**config.mk**
```make
export PLATFORM = sky130hd
export DESIGN_NAME = bridge_save_reader
export DESIGN_NICKNAME = d
export VERILOG_FILES = /design/src/hdl/save_state_pkg.sv /design/src/hdl/bridge_save_reader.sv
export SDC_FILE = /design/constraint.sdc
export NUM_CORES = 1
export LEC_CHECK = 0
export BUFFER_PORTS_ARGS = -buffer_cell sky130_fd_sc_hd__buf_2
export CAP_MARGIN = 10
export CORE_MARGIN = 2
export CORE_UTILIZATION = 50
export CTS_CLUSTER_DIAMETER = 40
export CTS_CLUSTER_SIZE = 12
export DETAILED_ROUTE_END_ITERATION = 7
export PLACE_DENSITY_LB_ADDON = 0.25
export REMOVE_ABC_BUFFERS = 1
export SETUP_SLACK_MARGIN = 0.05
export SKIP_LAST_GASP = 1
export SLEW_MARGIN = 25
export SYNTH_ARGS = -nofsm -noshare
export SYNTH_HDL_FRONTEND = slang
export SYNTH_SLANG_ARGS = --single-unit
```
**constraint.sdc**
```tcl
create_clock -name clk_74a -period 7.2 [get_ports clk_74a]
set_clock_uncertainty 0.1 [all_clocks]
set_input_delay 1.44 -clock clk_74a [delete_from_list [all_inputs] [get_ports clk_74a]]
set_output_delay 1.44 -clock clk_74a [all_outputs]
set_load 0.05 [all_outputs]
```
**src/hdl/save_state_pkg.sv**
```systemverilog
package save_state_pkg;

  // upper address nibble of the save-state bridge window
  localparam logic [3:0] ss_region = 4'h4;

  // one save-state word, seen two ways
  // raw is the manager view
  // half[0] is the low half and goes first on the bridge
  typedef union packed {
    logic [63:0]      raw;
    logic [1:0][31:0] half;
  } ss_word_u;

  // sequencer states
  // nine states, so four bits
  typedef enum logic [3:0] {
    idle,
    save_busy,
    save_wait_req,
    save_wait_delay,
    save_wait_ack,
    load_wait_req,
    load_pop,
    load_wait_host,
    load_complete
  } ss_state_e;

  // bridge words are big endian, manager words little endian
  function automatic logic [31:0] swap32(input logic [31:0] word);
    return {
      word[7:0],
      word[15:8],
      word[23:16],
      word[31:24]
    };
  endfunction

endpackage
```
**src/hdl/bridge_save_reader.sv**
```systemverilog
`timescale 1ns/1ps

module bridge_save_reader (
  input  logic                     clk_74a,
  input  logic                     rst,
  input  logic                     bridge_rd,
  input  logic [31:0]              bridge_addr,
  input  logic                     save_write,
  input  save_state_pkg::ss_word_u save_word,
  output logic                     save_empty,
  output logic [31:0]              save_state_bridge_read_data
);
  import save_state_pkg::*;

  logic        prev_rd;
  logic        rd_edge;
  // word address of the last accepted read
  // top bit is only ever set by reset
  logic [21:0] last_addr;
  logic [21:0] word_addr;
  // which half goes out next
  logic        half_sel;
  logic        pop;
  // one-word save buffer
  ss_word_u    buf_word;

  assign word_addr = {1'b0, bridge_addr[22:2]};

  // rising edge of a read inside the window
  assign rd_edge = bridge_rd && !prev_rd && (bridge_addr[31:28] == ss_region);

  // host retries the same address, so repeats are ignored
  assign pop = rd_edge && !save_empty && (word_addr != last_addr);

  always_ff @(posedge clk_74a) begin
    if (rst) begin
      prev_rd <= 1'b0;
    end else begin
      prev_rd <= bridge_rd;
    end
  end

  // buffer occupancy and half select
  always_ff @(posedge clk_74a) begin
    if (rst) begin
      save_empty <= 1'b1;
      half_sel   <= 1'b0;
      last_addr  <= '1;
    end else if (save_write) begin
      save_empty <= 1'b0;
      half_sel   <= 1'b0;
    end else if (pop) begin
      half_sel  <= ~half_sel;
      last_addr <= word_addr;
      // high half gone, word fully read
      if (half_sel) begin
        save_empty <= 1'b1;
      end
    end
  end

  // low half first, each half byte-swapped for the bridge
  // output holds until the next accepted read
  always_ff @(posedge clk_74a) begin
    if (save_write) begin
      buf_word <= save_word;
    end
    if (pop) begin
      save_state_bridge_read_data <= swap32(buf_word.half[half_sel]);
    end
  end

  // fsm must wait for both halves before handing over the next word
  write_when_empty: assert property (
    @(posedge clk_74a) disable iff (rst) save_write |-> save_empty
  ) else $error("save word written over an unread word");

endmodule

```
# == Yosys cells after proc, flatten, opt, wreduce, memory -nomap -nowiden ==
# Index checks and enable logic that the tools add are counted.
# totals
word_cells,27
out_inout_bits,33
ff_bits,121
in_bits,100
# classes
reduce_logical,11
n_lt_le_gt_ge,1
bitwise,2
muxes,5
eq_ne,2
# op_table
cell,n
$mux 32,2
$ne 21x22->1,1
$eq 4x3->1 const B,1
$logic_and 1x1->1,4
$reduce_and 2->1,2
$reduce_bool 2->1,2
$mux 1,3
$logic_not 1->1,2
$lt 1x2->1 const B,1
$not 1->1,2
$reduce_or 2->1,1

# == Longest topological paths before layout ==
# depth
word_depth,7
depth_mapped,6
mapped_depth_nobuf,5

# == Worst setup path before layout ==
# Ideal clock, no wire load.
# synth_path
path_type,input to register
startpoint,input port bridge_addr[29]
endpoint,register save_state_bridge_read_data[0] (enable)
path_stages,3
arrival_ps,3307
slack_ps,3372
setup_ps,421
path_cell_list,nor4b_1 nand3_1 nor2_1
# synth_via
elab_chain_len,4
# synth_rtl
element,line_no,text
"start, declared",bridge_save_reader.sv:7,"input logic [31:0] bridge_addr,"
$eq 4x3->1,bridge_save_reader.sv:30,assign rd_edge = bridge_rd && !prev_rd && (bridge_addr[31:28] == ss_region);
$logic_and 1x1->1,bridge_save_reader.sv:30,
$logic_and 1x1->1 (2 in a row),bridge_save_reader.sv:33,assign pop = rd_edge && !save_empty && (word_addr != last_addr);
via pop,bridge_save_reader.sv:23,logic pop;
"end signal, assigned",bridge_save_reader.sv:69,save_state_bridge_read_data <= swap32(buf_word.half[half_sel]);
"end, declared",bridge_save_reader.sv:11,output logic [31:0] save_state_bridge_read_data
# The timed path passes the listed nets, and every way through them passes these cells.
# A chain may end at the register's enable or synchronous reset.

# == Worst setup path after layout ==
# layout_path
startpoint,input port bridge_addr[29]
endpoint,register last_addr[1]
# layout_via
elab_chain_len,5
# layout_rtl
element,line_no,text
$eq 4x3->1,bridge_save_reader.sv:30,
$logic_and 1x1->1,bridge_save_reader.sv:30,
$logic_and 1x1->1 (2 in a row),bridge_save_reader.sv:33,
$reduce_and 2->1 (no source line),-,
"end signal, assigned",bridge_save_reader.sv:54,last_addr <= word_addr;
"end, declared",bridge_save_reader.sv:19,logic [21:0] last_addr;
# Every way passes these cells.

==> flow_metrics.py <==
metrics = {
    "clock_tree": {
        "cts.sinks": 121,
        "cts_setup_buffers": 0,
        "ctsLongestPathBuffers": 2,
        "root_buffer": "clkbuf_8",
        "path_clk_slew_ns": 0.06,
        "cts_resized": 0,
        "h-tree-depth": 4,
        "cts_buffers": 17,
        "clk_latency_ns": 0.50,
        "cts_tree": "yes",
        "cts_hold_buf": 0,
    },
    "finish": {
        "design_area_mm2": 0.00568,
        "area_growth_pct": 30.9,
        "layout_common_cells": "buf_2 (125), edfxtp_1 (96), mux2_2 (32)",
        "antenna_cells": 0,
        "post-route-util": 0.684,
        "stdcell_count": 489,
        "nNetsFinal": 471,
        "final_common_cell": "buf_2",
        "drive_gt1_frac": 0.500,
    },
    "timing": {
        "tightest_slew_ns": 0.993,
        "fin_tns_setup_ns": 0,
        "max_slew_margin": 0.336,
        "fmax_mhz": 334,
        "layout_setup_ws_ns": 4.20,
        "setup_viol": 0,
        "rsz0062_at_grt": "false",
        "finalCritPeriodShare": 0.416,
        "min_period_ns": 3.00,
        "timing.hold.ws_ns": 0.401,
        "finalHoldViolCount": 0,
        "drv_slew": 0,
    },
    "synthesis": {
        "yosysTopAreaCell": "edfxtp_1",
        "synth_compound_area_frac": 0.0548,
        "synthAdderAreaFrac": 0,
        "syn_avg_cell_area_um2": 18.6,
        "yosys.area_share.simple": 0.0251,
        "synth_cells": 233,
        "synth_top_family_by_area": "multiplexers",
        "synth_area_leaders": "edfxtp_1 (66%), dfxtp_1 (12%), mux2_2 (8.3%)",
        "ys_ff_latch": 121,
        "syn_area_mm2": 0.00434,
        "muxShareOfSynthArea": 0.0831,
        "synth_warnings": 0,
        "synth_xor_area_frac": 0.0424,
        "yosysTopAreaCellShare": 0.665,
        "yosysSeqAreaShare": 0.780,
        "synthDistinctLibCells": 26,
    },
    "placed_design": {
        "dpl.cell_count": 457,
        "io_buffer_count": 125,
        "hpwlAfterDp_um": 5310,
        "post_dp_cell_area_mm2": 0.00507,
        "place.gp.congestion": 0.704,
        "dpl_worst_slack_ns": 3.67,
    },
    "power": {
        "power_leakage_nw": 2.13,
        "peakVddDrop_mv": 0.173,
        "p_per_area_mw_per_mm2": 303,
        "power_mw": 1.72,
    },
    "global_route": {
        "grt_overflow_total": 0,
        "grt_pass1_vias": 2636,
        "grt_antenna_before_repair": 0,
        "grt_usage": 0.177,
        "grt_max_degree": 65,
        "grt_pass1_wl_um": 12700,
    },
    "floorplanning": {
        "dieHeight_um": 97.1,
        "fp-row-count": 33,
        "io_pins": 133,
        "die_area_mm2": 0.00944,
        "die_w_um": 97.1,
        "start_util": 0.523,
        "core_area_mm2": 0.00830,
    },
    "run_status": {
        "outcome": "completed",
    },
    "routing": {
        "vias": 2485,
        "routed_via_density": 5.08,
        "drt_iter0_markers": 74,
        "wl_um": 8080,
        "ant_nets": 0,
        "drt_first_pass_iters": 4,
        "drc": 0,
        "wl_per_cell_um": 16.5,
    },
    "worst_setup_path": {
        "reg2reg_depth": 5,
        "worstPathRequired_ns": 7.54,
        "startpoint_type": "input port",
        "r2r-start": "last_addr[4]",
        "crit_path_start": "bridge_addr[29]",
        "path_max_fanout": 21,
        "cp_top_family": "compound AO/OA/AOI/OAI gates",
        "arrival_ns": 3.33,
        "slowest_delay_ns": 0.70,
        "cp-endpoint": "last_addr[1]",
        "crit_chain": "buf_2 -> nor4b_1 -> nand3_1 -> o21ai_0 -> o31a_1 -> o22a_1",
        "cpMaxStageDelayCell": "o31a_1",
        "cp_num_buf_inv": 1,
        "r2r_slack_ns": 5.02,
        "path_depth": 6,
        "end_kind": "flip-flop",
        "worstSetupPathType": "input port to flip-flop",
        "r2r_end": "save_state_bridge_read_data[26]",
    },
    "run": {
        "drv_cap": 0,
    },
    "min_path": {
        "hold_class": "flip-flop to flip-flop",
    },
}
-- per-layer routing --
| layer | wire [µm] | up-vias | track usage |
|---|---|---|---|
| met4 | 113 | 0 | 0.0715 |
| met2 | 4190 | 85 | 0.302 |
| met5 | 0 | - | 0 |
| met3 | 514 | 13 | 0.0576 |
| met1 | 3260 | 1197 | 0.208 |
| li1 | - | 1190 | - |
-- cell usage after synthesis, drive strengths merged --
| master | n |
|---|---|
| edfxtp | 96 |
| mux2 | 32 |
| dfxtp | 25 |
| o22a | 21 |
| xor2 | 21 |
| buf | 7 |
| nor4 | 6 |
| nor2 | 4 |
| inv | 3 |
| a21oi | 2 |
| nand2 | 2 |
| nand3 | 2 |
| nor2b | 2 |
| o21ai | 2 |
| clkbuf | 1 |
| nand4 | 1 |
| nor3 | 1 |
| nor4b | 1 |
| o21a | 1 |
| o311ai | 1 |
| o31a | 1 |
| o41ai | 1 |
-- report_power, final --
| part | internal (mW) | switching (mW) | leakage [nW] |
|---|---|---|---|
| Clock | 0.564 | 0.296 | 0.290 |
| Sequential | 0.790 | 0.00816 | 1.12 |
| Combinational | 0.0334 | 0.0308 | 0.721 |
| Total | 1.39 | 0.335 | 2.13 |
-- cell families after synthesis --
| group | after synthesis |
|---|---|
| buffers and inverters | 11 |
| multiplexers | 32 |
| AO/OA/AOI/OAI | 29 |
| flip-flops | 121 |
| XOR/XNOR | 21 |
| AND/OR/NAND/NOR | 19 |
-- cell type report --
class / instances / area (µm²)
Fill cell: 574 / 2620
Multi-Input combinational cell: 101 / 898
Tap cell: 105 / 131
Timing Repair Buffer: 127 / 641
Sequential cell: 121 / 3380
Clock buffer: 18 / 418
Inverter: 3 / 11.3
Clock inverter: 14 / 195
-- state kept, by name, summed over array words and instances, names as in the netlist --
register / cells
save_state_bridge_read_data: 32
prev_rd: 1
buf_word: 64
half_sel: 1
save_empty: 1
last_addr: 22
-- worst min path at each step --
stage,startpoint,endpoint,slack [ns],depth (start not counted)
6_report,last_addr[13],last_addr[13],0.40,1
2_1_floorplan,last_addr[21],last_addr[21],0.34,1
5_1_grt,last_addr[13],last_addr[13],0.43,1
3_3_place_gp,last_addr[21],last_addr[21],0.35,1
3_5_place_dp,last_addr[21],last_addr[21],0.37,1
4_1_cts,last_addr[2],last_addr[2],0.40,1
No activity file was read; power rests on OpenSTA's default activity.
