===== config.mk =====
export PLATFORM = sky130hd
export DESIGN_NAME = save_state_fsm
export DESIGN_NICKNAME = d
export VERILOG_FILES = /design/src/hdl/save_state_pkg.sv /design/src/hdl/save_state_fsm.sv
export SDC_FILE = /design/constraint.sdc
export NUM_CORES = 1
export LEC_CHECK = 0
export BUFFER_PORTS_ARGS = -buffer_cell sky130_fd_sc_hd__buf_2
export CAP_MARGIN = 15
export CORE_AREA = 2 2 106 108
export DETAILED_ROUTE_END_ITERATION = 6
export DIE_AREA = 0 0 108 110
export PLACE_DENSITY = 0.68
export SYNTH_ARGS = -nofsm -noshare
export SYNTH_HDL_FRONTEND = slang
export SYNTH_SLANG_ARGS = --single-unit

===== constraint.sdc =====
create_clock -name clk_74a -period 4.45 [get_ports clk_74a]
set_input_delay 0.2225 -clock clk_74a [delete_from_list [all_inputs] [get_ports clk_74a]]
set_output_delay 0.2225 -clock clk_74a [all_outputs]
set_load 0.1 [all_outputs]

===== src/hdl/save_state_pkg.sv =====
package save_state_pkg;

  // upper address nibble of the save-state bridge window
  localparam logic [3:0] ss_region = 4'h4;

  // one save-state word, seen two ways
  // raw is the manager view
  // half[0] is the low half and goes first on the bridge
  typedef union packed {
    logic [63:0]      raw;
    logic [1:0][31:0] half;
  } ss_word_u;

  // sequencer states
  // nine states, so four bits
  typedef enum logic [3:0] {
    idle,
    save_busy,
    save_wait_req,
    save_wait_delay,
    save_wait_ack,
    load_wait_req,
    load_pop,
    load_wait_host,
    load_complete
  } ss_state_e;

  // bridge words are big endian, manager words little endian
  function automatic logic [31:0] swap32(input logic [31:0] word);
    return {
      word[7:0],
      word[15:8],
      word[23:16],
      word[31:24]
    };
  endfunction

endpackage

===== src/hdl/save_state_fsm.sv =====
`timescale 1ns/1ps

module save_state_fsm (
  input  logic                     clk_74a,
  input  logic                     rst,
  input  logic                     savestate_start,
  input  logic                     savestate_load,
  input  logic                     ss_req,
  input  logic                     ss_busy,
  input  logic [63:0]              ss_din,
  input  logic                     load_empty,
  input  save_state_pkg::ss_word_u load_word,
  input  logic                     save_empty,
  output logic                     savestate_load_ack,
  output logic                     savestate_load_busy,
  output logic                     savestate_load_ok,
  output logic                     savestate_start_ack,
  output logic                     savestate_start_busy,
  output logic                     savestate_start_ok,
  output logic                     ss_save,
  output logic                     ss_load,
  output logic                     ss_ack,
  output logic [63:0]              ss_dout,
  output logic                     load_pop,
  output logic                     load_clear,
  output logic                     save_write,
  output save_state_pkg::ss_word_u save_word
);
  import save_state_pkg::*;

  ss_state_e state;

  logic prev_start;
  logic prev_load;
  logic prev_busy;
  logic start_edge;
  logic load_edge;
  logic busy_fall;
  // manager asked while the load fifo was empty
  logic did_req;
  // host load edge seen, waiting for the manager to finish
  logic host_load_req;
  // a load session is underway
  logic loading;
  logic save_take;

  assign start_edge = savestate_start && !prev_start;
  assign load_edge  = savestate_load && !prev_load;
  assign busy_fall  = prev_busy && !ss_busy;

  // manager word accepted in either save request state
  assign save_take = ss_req && (state == save_busy || state == save_wait_req);

  // each half byte-swapped back to manager order
  assign ss_dout = {swap32(load_word.half[1]), swap32(load_word.half[0])};

  // edge detect history
  always_ff @(posedge clk_74a) begin
    if (rst) begin
      prev_start <= 1'b0;
      prev_load  <= 1'b0;
      prev_busy  <= 1'b0;
    end else begin
      prev_start <= savestate_start;
      prev_load  <= savestate_load;
      prev_busy  <= ss_busy;
    end
  end

  // ss_din only valid with ss_req
  always_ff @(posedge clk_74a) begin
    if (save_take) begin
      save_word.raw <= ss_din;
    end
  end

  always_ff @(posedge clk_74a) begin
    if (rst) begin
      state                <= idle;
      did_req              <= 1'b0;
      host_load_req        <= 1'b0;
      loading              <= 1'b0;
      savestate_load_ack   <= 1'b0;
      savestate_load_busy  <= 1'b0;
      savestate_load_ok    <= 1'b0;
      savestate_start_ack  <= 1'b0;
      savestate_start_busy <= 1'b0;
      savestate_start_ok   <= 1'b0;
      ss_save              <= 1'b0;
      ss_load              <= 1'b0;
      ss_ack               <= 1'b0;
      load_pop             <= 1'b0;
      load_clear           <= 1'b0;
      save_write           <= 1'b0;
    end else begin
      // strobes default low
      ss_save    <= 1'b0;
      ss_load    <= 1'b0;
      ss_ack     <= 1'b0;
      load_pop   <= 1'b0;
      load_clear <= 1'b0;
      save_write <= 1'b0;

      // first loaded word kicks off the manager load
      if (!load_empty && !loading && state == idle && !start_edge) begin
        state   <= load_wait_req;
        loading <= 1'b1;
        ss_load <= 1'b1;
      end

      if (start_edge) begin
        // host asks for a save
        state                <= save_busy;
        savestate_start_ack  <= 1'b1;
        savestate_start_ok   <= 1'b0;
        savestate_start_busy <= 1'b0;
        savestate_load_ok    <= 1'b0;
        ss_save              <= 1'b1;
      end else if (load_edge) begin
        // host asks to complete a load already in the manager
        host_load_req      <= 1'b1;
        savestate_load_ack <= 1'b1;
        savestate_load_ok  <= 1'b0;
        savestate_start_ok <= 1'b0;
      end

      case (state)
        save_busy: begin
          savestate_start_ack  <= 1'b0;
          savestate_start_busy <= 1'b1;
          // first word means the save is running
          if (ss_req) begin
            state                <= save_wait_delay;
            save_write           <= 1'b1;
            savestate_start_busy <= 1'b0;
            savestate_start_ok   <= 1'b1;
          end
        end
        save_wait_req: begin
          if (ss_req) begin
            state      <= save_wait_delay;
            save_write <= 1'b1;
          end else if (busy_fall) begin
            state <= idle;
          end
        end
        // let save_empty drop after the write
        save_wait_delay: begin
          state <= save_wait_ack;
        end
        // manager ack waits until the host has read both halves
        save_wait_ack: begin
          if (save_empty) begin
            state  <= save_wait_req;
            ss_ack <= 1'b1;
          end
        end
        load_wait_req: begin
          if (busy_fall) begin
            state <= load_wait_host;
          end else if (!load_empty) begin
            if (did_req || ss_req) begin
              state    <= save_state_pkg::load_pop;
              load_pop <= 1'b1;
              did_req  <= 1'b0;
            end
          end else if (ss_req) begin
            // remember it until data shows up
            did_req <= 1'b1;
          end
        end
        // popped word reaches ss_dout here
        save_state_pkg::load_pop: begin
          state  <= load_wait_req;
          ss_ack <= 1'b1;
        end
        load_wait_host: begin
          if (host_load_req) begin
            state               <= load_complete;
            load_clear          <= 1'b1;
            savestate_load_ack  <= 1'b0;
            savestate_load_busy <= 1'b1;
            host_load_req       <= 1'b0;
          end
        end
        load_complete: begin
          state               <= idle;
          savestate_load_busy <= 1'b0;
          savestate_load_ok   <= 1'b1;
          loading             <= 1'b0;
        end
        default: begin
        end
      endcase
    end
  end

  // load start is held off during a start edge
  no_save_and_load: assert property (
    @(posedge clk_74a) disable iff (rst) !(ss_save && ss_load)
  ) else $error("ss_save and ss_load pulsed together");

  // every ack is a single-cycle pulse
  ack_single_cycle: assert property (
    @(posedge clk_74a) disable iff (rst) ss_ack |=> !ss_ack
  ) else $error("ss_ack held for two cycles");

endmodule


Yosys cells after proc, flatten, opt, wreduce, memory -nomap -nowiden
Cells that the tools add are included.
{"block": "totals", "regBits": 86, "in_bits": 136, "output_inout_bits": 140, "wordCells": 103}
{"block": "op_classes", "eq_ne": 10, "n_mux": 41, "bitwise_logic": 4, "n_reduce_logical": 28}
{"cell": "$mux W4", "n": 10}
{"cell": "$pmux W4 S8", "n": 1}
{"cell": "$mux W1", "n": 28}
{"cell": "$eq A4 B3 Y1 const B", "n": 4}
{"cell": "$reduce_or A2 Y1", "n": 5}
{"cell": "$eq A4 B2 Y1 const B", "n": 2}
{"cell": "$logic_and A1 B1 Y1", "n": 7}
{"cell": "$logic_not A1 Y1", "n": 6}
{"cell": "$reduce_bool A2 Y1", "n": 3}
{"cell": "$eq A4 B1 Y1 const B", "n": 1}
{"cell": "$eq A4 B4 Y1 const B", "n": 1}
{"cell": "$logic_not A4 Y1", "n": 1}
{"cell": "$ne A2 B2 Y1 const B", "n": 2}
{"cell": "$not A1 Y1", "n": 4}
{"cell": "$pmux W1 S2", "n": 2}
{"cell": "$reduce_and A4 Y1", "n": 1}
{"cell": "$reduce_or A4 Y1", "n": 1}
{"cell": "$reduce_bool A3 Y1", "n": 1}
{"cell": "$logic_or A1 B1 Y1", "n": 2}
{"cell": "$reduce_and A2 Y1", "n": 1}

Longest topological paths before layout
Gate-level depths: netlist of the first run.
{"block": "depth", "ltp_word": 10, "ltp_mapped": 6, "mapped_depth_nobuf": 4}

Least setup slack after synthesis of the first run
OpenSTA, ideal clock, no wires.
{"block": "synth_path", "kind": "register to register", "from": "reg state[0]", "to": "reg save_word[0] (netlist name) (enable)", "setup_ns": 0.460, "arrival_time_ns": 2.965, "t_required_ns": 3.990, "setup_slack_ns": 1.025, "path_stages_with_launch": 4, "n_path_buf": 1, "synth_period_minus_slack_ns": 3.425, "path_cell_list": "dfxtp_1 buf_6 nand2b_1 a2111oi_4"}
{"block": "synth_via", "elab_chain_cells": 3, "word_cells_on_any_way": 4, "classes_between": "eq/ne (2); reduce/logical (2)"}
{"element": "from (decl)", "line_no": "save_state_fsm.sv:31", "rtl": "ss_state_e state;"}
{"element": "from (signal assigned)", "line_no": "save_state_fsm.sv:79", "rtl": "state <= idle;"}
{"element": "from (signal assigned)", "line_no": "save_state_fsm.sv:106", "rtl": "state <= load_wait_req;"}
{"element": "from (signal assigned)", "line_no": "save_state_fsm.sv:113", "rtl": "state <= save_busy;"}
{"element": "$eq A4 B1 Y1 / $eq A4 B2 Y1 (equally long branches)", "line_no": "save_state_fsm.sv:52", "rtl": "assign save_take = ss_req && (state == save_busy || state == save_wait_req);"}
{"element": "$logic_or A1 B1 Y1 *", "line_no": "save_state_fsm.sv:52"}
{"element": "$logic_and A1 B1 Y1 *", "line_no": "save_state_fsm.sv:52"}
{"element": "named net save_take", "line_no": "save_state_fsm.sv:45", "rtl": "logic save_take;"}
{"element": "to (decl)", "line_no": "save_state_fsm.sv:27", "rtl": "output save_state_pkg::ss_word_u save_word"}
Mark *: on every way through the listed nets, which the timed path passes. The rest lies on a longest branch.
A chain may end at the register's enable or synchronous reset.

Worst setup path in the final report of the first run
{"block": "layout_path", "from": "reg state[0]", "to": "reg state[1]"}
{"block": "layout_via", "elab_chain_cells": 9, "word_cells_on_any_way": 22, "classes_between": "eq/ne (8); mux (11); reduce/logical (3)"}
{"element": "$logic_not A4 Y1", "line_no": "save_state_fsm.sv:105", "rtl": "if (!load_empty && !loading && state == idle && !start_edge) begin"}
{"element": "$logic_and A1 B1 Y1 (2 in a row)", "line_no": "save_state_fsm.sv:105"}
{"element": "$mux W4", "line_no": "save_state_fsm.sv:105"}
{"element": "$mux W4", "line_no": "save_state_fsm.sv:111", "rtl": "if (start_edge) begin"}
{"element": "$mux W4", "line_no": "save_state_fsm.sv:162", "rtl": "if (did_req || ss_req) begin"}
{"element": "$mux W4", "line_no": "save_state_fsm.sv:161", "rtl": "end else if (!load_empty) begin"}
{"element": "$mux W4", "line_no": "save_state_fsm.sv:159", "rtl": "if (busy_fall) begin"}
{"element": "$pmux W4 S8 *", "line_no": "save_state_fsm.sv:127", "rtl": "case (state)"}
Every way passes the cells marked *; elsewhere a longest branch is shown, timed or not.

==> results of run 1 <==
-- cell usage after synthesis, drive strengths merged (2+ instances only) --
cell	n	share of area, %
a2111oi	2	1.1
a211oi	2	0.43
a21oi	8	1.2
a22oi	2	0.43
buf	69	15
clkbuf	4	0.43
dfxtp	22	13
edfxtp	64	55
inv	3	0.33
nand2	3	0.33
nand2b	6	1.1
nand3	3	0.43
nor2	15	1.6
nor2b	8	1.4
nor3	9	1.4
nor3b	2	0.43
nor4	2	0.36
nor4b	3	0.76
o21ai	6	0.87
-- stage by stage --
step / setup slack (ns) / cell area (µm²) / hold slack (ns) / utilization, % / instances
detailed placement: 2.00 / 3850 / 0.401 / 36.0 / 466
finish: 1.97 / 4080 / 0.0428 / 38.1 / 482
global placement: 2.15 / 3850 / 0.400 / 36.0 / 466
global route: 1.78 / 4080 / 0.0116 / 38.1 / 482
floorplan: 1.02 / 3460 / 0.301 / - / 251
CTS: 1.97 / 4080 / 0.0192 / 38.1 / 482
-- worst reg2reg max path, stage by stage (launching register included) --
cell	delay [ns]
dfxtp_1	0.67
nand2b_1	0.31
a2111oi_4	0.37
buf_4	0.67
a2111oi_1	0.12
a311oi_1	0.26
-- power by group through the flow --
stage	sequential (mW)	clock (mW)	combinational, mW
after global placement	1.14	0	1.32
after detailed placement	1.15	0	1.32
final	1.13	0.594	1.32
after CTS	1.13	0.618	1.33
after global routing	1.15	0.654	1.37
after floorplan	2.04	0	0.522
-- final cells by class --
class / instances / area, µm²
sequential: 86 / 2360
clock buffer: 10 / 128
multi-input combinational: 89 / 563
fill: 1015 / 6620
timing repair buffer: 148 / 743
inverter: 3 / 11.3
clock inverter: 6 / 93.8
tap: 140 / 175
-- logic make-up (layout without fill, tap and decap cells) --
kind of cell | count (synthesis) | count (layout)
flip-flops | 86 | 86
buffers and inverters | 76 | 167
AND/OR/NAND/NOR | 58 | 58
AO/OA/AOI/OAI | 30 | 30
multiplexers | 1 | 1
-- layer usage --
metal  track usage, %  part of all wire [%]
met1             12.1                    30
met2             24.8                    53
met3             8.23                    16
met4             6.50                   1.6
met5                0                     0
-- worst paths after layout --
| path | cells after the start | slack, ns | start | end |
|---|---|---|---|---|
| max | 5 | 1.97 | state[0] | state[1] |
| min | 1 | 0.04 | ss_din[44] | save_word[44] |
| max reg2reg | 5 | 1.97 | state[0] | state[1] |
| min reg2reg | 1 | 0.44 | prev_start | ss_save |
==> results by group, run 1 <==
Timing
  • # setup viols final: 0
  • Clock Skews: 0.0124 ns
  • Final Max Tran Viols: 0
  • Setup TNS: 0 ns
  • Worst Tran Pin Value: 0.888 ns
  • Final hold vios: 0
  • Relative slew slack: 40.0%
  • Final Cycle Share: 55.6%
  • F_max: 0.404 GHz
  • Final worst path period need: 2.48 ns
  • RSZ-0062 raised after global routing: no

Yosys
  • Mapped Area: 3460 µm²
  • Post-synthesis simple-gate area fraction: 9.32%
  • Post-Synthesis Cells: 251
  • Main synth FF type: edfxtp_1
  • Synth async-reset ratio: 0%
  • Synth Area in XOR/XNOR: 0%
  • Largest family of logic cells by synthesized area: buffers and inverters
  • Count of cell types in the netlist: 41
  • Post-synthesis adder-cell area fraction: 0%
  • Yosys warns: 0
  • Synthesized flop and latch total: 86
  • Mapped Nets: 387
  • EDFF count, synth: 64
  • Sequential-to-total area share from yosys stat: 68.2%
  • Synth Area in Compound Gates: 6.61%
  • Mean Syn Cell Area: 13.8 µm²
  • Mux share of post-synthesis cell area: 0.325%

Job
  • Max Cap Viol: 0

Place
  • IO buf count: 147
  • GPL Wtd Cong: 0.791
  • Post-DP HPWL: 6880 µm

Clock tree
  • Num CTS Buffers: 9
  • Htree depth: 3
  • Worst-Skew Late Latency: 0.35 ns
  • Postcts setup bufs: 0
  • Cts hold-fix bufs: 0
  • Clock Path Buffers: 2
  • Clock tree sinks: 86
  • Cts repair resizes: 0
  • Worst-path clk slew: 0.09 ns
  • CTS Root Cell: clkbuf_8
  • CTS tree: yes

Power and ir drop
  • Post-route total power: 3.05 mW
  • Switching part of the total: 48.6%
  • Combinational share of power: 43.3%
  • Lkg Pwr: 1.65 nW
  • Maximum vdd ir drop: 0.360 mV
  • Clock share of power: 19.5%
  • Sequential power share: 37.2%
  • Net Switching: 1.48 mW
  • Power per cell area: 748 nW/µm²
  • Int Pwr: 1.57 mW

Layout
  • Top reg by flops: save_word
  • Layout area overhead: 17.7%
  • Max reg flops: 64
  • Leading cell type in the layout, fill and taps excluded: buf_2
  • Share of cells above drive strength 1: 49.1%
  • Nets: 473
  • Largest regs: save_word x64, state x4
  • Most frequent cells in the layout: buf_2, edfxtp_1, dfxtp_1, nor2_1, clkbuf_8
  • Antenna diodes: 0

GRT
  • Grt ovf: 0
  • GRT Total Usage: 13.7%
  • Largest net degree at the start of global routing: 68
  • Vias in the first global route: 2,063
  • Antenna violations before repair: 0
  • First-pass GRT wire length: 11,700 µm

Floorplan
  • DIE AREA: 11,900 µm²
  • Core region area: 10,700 µm²
  • Die Wd: 108 µm
  • Starting Density: 32.4%
  • Chip Height: 110 µm
  • I/O pins: 276
  • Row count: 38

Setup path
  • Kind of critical path: flop to flop
  • Sum of buffers and inverters on the critical path: 1
  • Top Family by Delay on Critical Path: compound AO/OA/AOI/OAI gates
  • Signal arrival time at the worst endpoint: 2.74 ns
  • Worst setup EP type: flop
  • Crit path max-delay cell type: dfxtp_1
  • Data required, critical path: 4.72 ns
  • Max stage delay on crit path: 0.67 ns
  • Crit Path Max Fanout: 67
  • Setup crit start kind: flop
  • Cell Chain, Critical Path: nand2b_1 -> a2111oi_4 -> buf_4 -> a2111oi_1 -> a311oi_1

Route
  • DR iter-0 viols: 79
  • Drt total wl: 8710 µm
  • DR vias/cell: 4.61
  • Via count: 2,220
  • Post-route ant nets: 0
  • Remaining DRCs: 0
  • Detailed-router iteration count before antenna repair: 5
  • Routed len/inst: 18.1 µm

Hold path
  • HP Class: input pin to flop

Outcome
  • Status: completed
No activity file was read; power rests on OpenSTA's default activity.
==> inputs of run 2 (changes only) <==
--- a/config.mk
+++ b/config.mk
@@ -5,11 +5,12 @@
 export SDC_FILE = /design/constraint.sdc
 export NUM_CORES = 1
 export LEC_CHECK = 0
+export ABC_AREA = 1
 export BUFFER_PORTS_ARGS = -buffer_cell sky130_fd_sc_hd__buf_2
 export CAP_MARGIN = 15
-export CORE_AREA = 2 2 106 108
+export CORE_AREA = 2 2 108 110
 export DETAILED_ROUTE_END_ITERATION = 6
-export DIE_AREA = 0 0 108 110
+export DIE_AREA = 0 0 110 112
 export PLACE_DENSITY = 0.68
 export SYNTH_ARGS = -nofsm -noshare
 export SYNTH_HDL_FRONTEND = slang
==> constraint.sdc (replaced) <==
create_clock -name clk_74a -period 2 [get_ports clk_74a]
set_input_delay 0.1 -clock clk_74a [delete_from_list [all_inputs] [get_ports clk_74a]]
set_output_delay 0.1 -clock clk_74a [all_outputs]
set_load 0.1 [all_outputs]
==> run 2 against run 1 <==
Sequential share of layout area is 8.9 points lower; critical path type unchanged; first-iteration DRC count is 95% higher; wire length is 12% higher; via count is 9.5% higher; count of clock-buffer cells in the layout stayed put; largest power group unchanged; global-route usage is 1.3 points higher; clock power grew to 3.0 times the previous value.
==> results by group, run 2 <==
Power and ir drop
  • Clock share of power: 21.6%
  • Sequential power share: 31.8%
  • Post-route total power: 8.14 mW
  • Combinational share of power: 46.6%
  • Int Pwr: 4.11 mW
  • Maximum vdd ir drop: 1.30 mV
  • Lkg Pwr: 2.08 nW
  • Switching part of the total: 49.5%
  • Net Switching: 4.03 mW
  • Power per cell area: 1690 nW/µm²

Yosys
  • Yosys warns: 0
  • Sequential-to-total area share from yosys stat: 69.8%
  • Post-Synthesis Cells: 266
  • EDFF count, synth: 64
  • Mapped Nets: 402
  • Synthesized flop and latch total: 86
  • Post-synth top area cell: edfxtp_1
  • Largest cells by area after synthesis: edfxtp_1, buf_4, dfxtp_1
  • Synth async-reset ratio: 0%
  • Mean Syn Cell Area: 12.7 µm²
  • Yosys top cell area share: 56.8%
  • Main synth FF type: edfxtp_1
  • Count of cell types in the netlist: 20
  • Top cells by count, synth: buf_4, edfxtp_1, nand2_1, dfxtp_1, nor2_1
  • Mapped Area: 3390 µm²

Layout
  • Nets: 561
  • Share of cells above drive strength 1: 41.4%
  • Max reg flops: 64
  • Largest regs: save_word x64, state x4
  • Design area: 4820 µm²
  • Leading cell type in the layout, fill and taps excluded: buf_2
  • Most frequent cells in the layout: buf_2, dlygate4sd3_1, edfxtp_1, nand2_1, dfxtp_1
  • Layout area overhead: 42.3%
  • Top reg by flops: save_word

GRT
  • Largest net degree at the start of global routing: 68
  • GRT Total Usage: 15.0%
  • Met2 Usage GRT: 28.3%
  • Vias in the first global route: 2,414
  • Met3 Track Usage GR: 8.43%
  • GR Layer Usage met1: 12.2%
  • Gr busiest metal: met2
  • First-pass GRT wire length: 13,400 µm
  • Grt ovf: 0
  • Antenna violations before repair: 1

Floorplan
  • Chip Height: 112 µm
  • Die Wd: 110 µm
  • DIE AREA: 12,300 µm²
  • I/O pins: 276
  • Starting Density: 30.3%
  • Row count: 39
  • Core region area: 11,200 µm²

Setup path
  • Worst r2r src: state[1]
  • Signal arrival time at the worst endpoint: 1.57 ns
  • FF-to-FF setup slack: 0.42 ns
  • Crit path max-delay cell type: dfxtp_1
  • Data required, critical path: 1.99 ns
  • Sum of buffers and inverters on the critical path: 2
  • Crit Path Max Fanout: 67
  • Worst Setup EP: save_word[11]
  • CP Launch Point: state[1]
  • Kind of critical path: flop to flop
  • Setup crit start kind: flop
  • Reg-to-reg endpoint: save_word[11]
  • Crit. path cell count: 5
  • Worst R2R Path Depth: 5
  • Max stage delay on crit path: 0.46 ns
  • Cell Chain, Critical Path: inv_2 -> nor2_2 -> nand3_1 -> nand2_2 -> buf_12
  • Worst setup EP type: flop
  • Top Family by Delay on Critical Path: flip-flops

Clock tree
  • Worst-path clk slew: 0.07 ns
  • Clock tree sinks: 86
  • CTS Root Cell: clkbuf_16
  • CTS tree: yes
  • Num CTS Buffers: 9
  • Clock Path Buffers: 2
  • Worst-Skew Late Latency: 0.33 ns
  • Htree depth: 3

Timing
  • Final Max Tran Viols: 0
  • Setup TNS: 0 ns
  • RSZ-0062 raised after global routing: no
  • F_max: 0.631 GHz
  • Clock Skews: 0.00970 ns
  • Final hold vios: 0
  • # setup viols final: 0
  • Relative slew slack: 66.6%
  • Final Cycle Share: 79.2%
  • Worst Tran Pin Value: 0.505 ns
  • WHS: 0.0115 ns
  • Final worst path period need: 1.58 ns

Route
  • DR iter-0 viols: 154
  • Drt total wl: 9720 µm
  • Remaining DRCs: 0
  • Post-route ant nets: 0
  • Detailed-router iteration count before antenna repair: 4
  • DR vias/cell: 4.24
  • Via count: 2,432
  • Routed len/inst: 16.9 µm

Place
  • Area after DPL: 3830 µm²
  • Post-DP HPWL: 7190 µm
  • IO buf count: 147
  • GPL Wtd Cong: 0.880

Outcome
  • Status: completed

Hold path
  • HP Class: input pin to flop
  • Worst Hold Launch: savestate_load

Job
  • Max Cap Viol: 0
[run 2: worst min path at each step]
stage / endpoint / slack, ns / depth (start not counted)
after detailed placement: ss_dout[29] / 0.20 / 0
after CTS: prev_load / 0.01 / 3
final: prev_load / 0.01 / 3
after floorplan: save_word[0] / 0.20 / 0
after global placement: ss_dout[29] / 0.20 / 0
after global routing: prev_load / 0.05 / 3
[run 2: area by class of cell]
class,instances,area [µm²]
repair buffers,214,1420
well taps,143,179
clock buffers,10,229
clock inverters,6,92.6
inverters,18,67.6
diodes,1,2.50
multi-input cells,96,468
fillers,1002,6360
flip-flops and latches,86,2360
[run 2: routing by layer]
| layer | vias to the layer above | routed length, µm | part of all wire (%) |
|---|---|---|---|
| li1 | 1151 | - | - |
| met1 | 1084 | 2940 | 30 |
| met2 | 175 | 5180 | 53 |
| met3 | 22 | 1380 | 14 |
| met4 | 0 | 217 | 2.2 |
| met5 | - | 0 | 0 |
[run 2: power groups by stage]
stage	Clock, mW	Sequential [mW]	Combinational [mW]
after floorplan	0	5.16	1.17
after global placement	0	2.60	3.69
after detailed placement	0	2.63	3.70
after CTS	1.81	2.59	3.80
after global routing	1.89	2.63	3.95
final	1.76	2.59	3.79
[run 2: metrics by stage]
step	instances	worst slack (ns)	utilization, %
floorplan	266	0.0806	-
global placement	491	0.510	34.3
detailed placement	491	0.437	34.3
CTS	573	0.431	43.1
global route	574	0.289	43.1
finish	574	0.416	43.1
[run 2: cells by family after synthesis]
logic type	synth area share, %
and+or+nand+nor	10.6
DFF	69.8
buffers and inverters	16.4
AOI/OAI and AO/OA	3.25
[run 2: what timing repair did]
action / 4_1_cts / 5_1_grt
gates resized for setup: 0 / 0
hold buffers: 66 / 0
buffers inserted: 0 / 0
endpoints found under the hold margin: 66 / 0
setup endpoints to repair: 0 / 0
[run 2: worst min-delay path: stages]
cell and delay, ns:
buf_2 0.07, inv_1 0.05, nor2_1 0.08
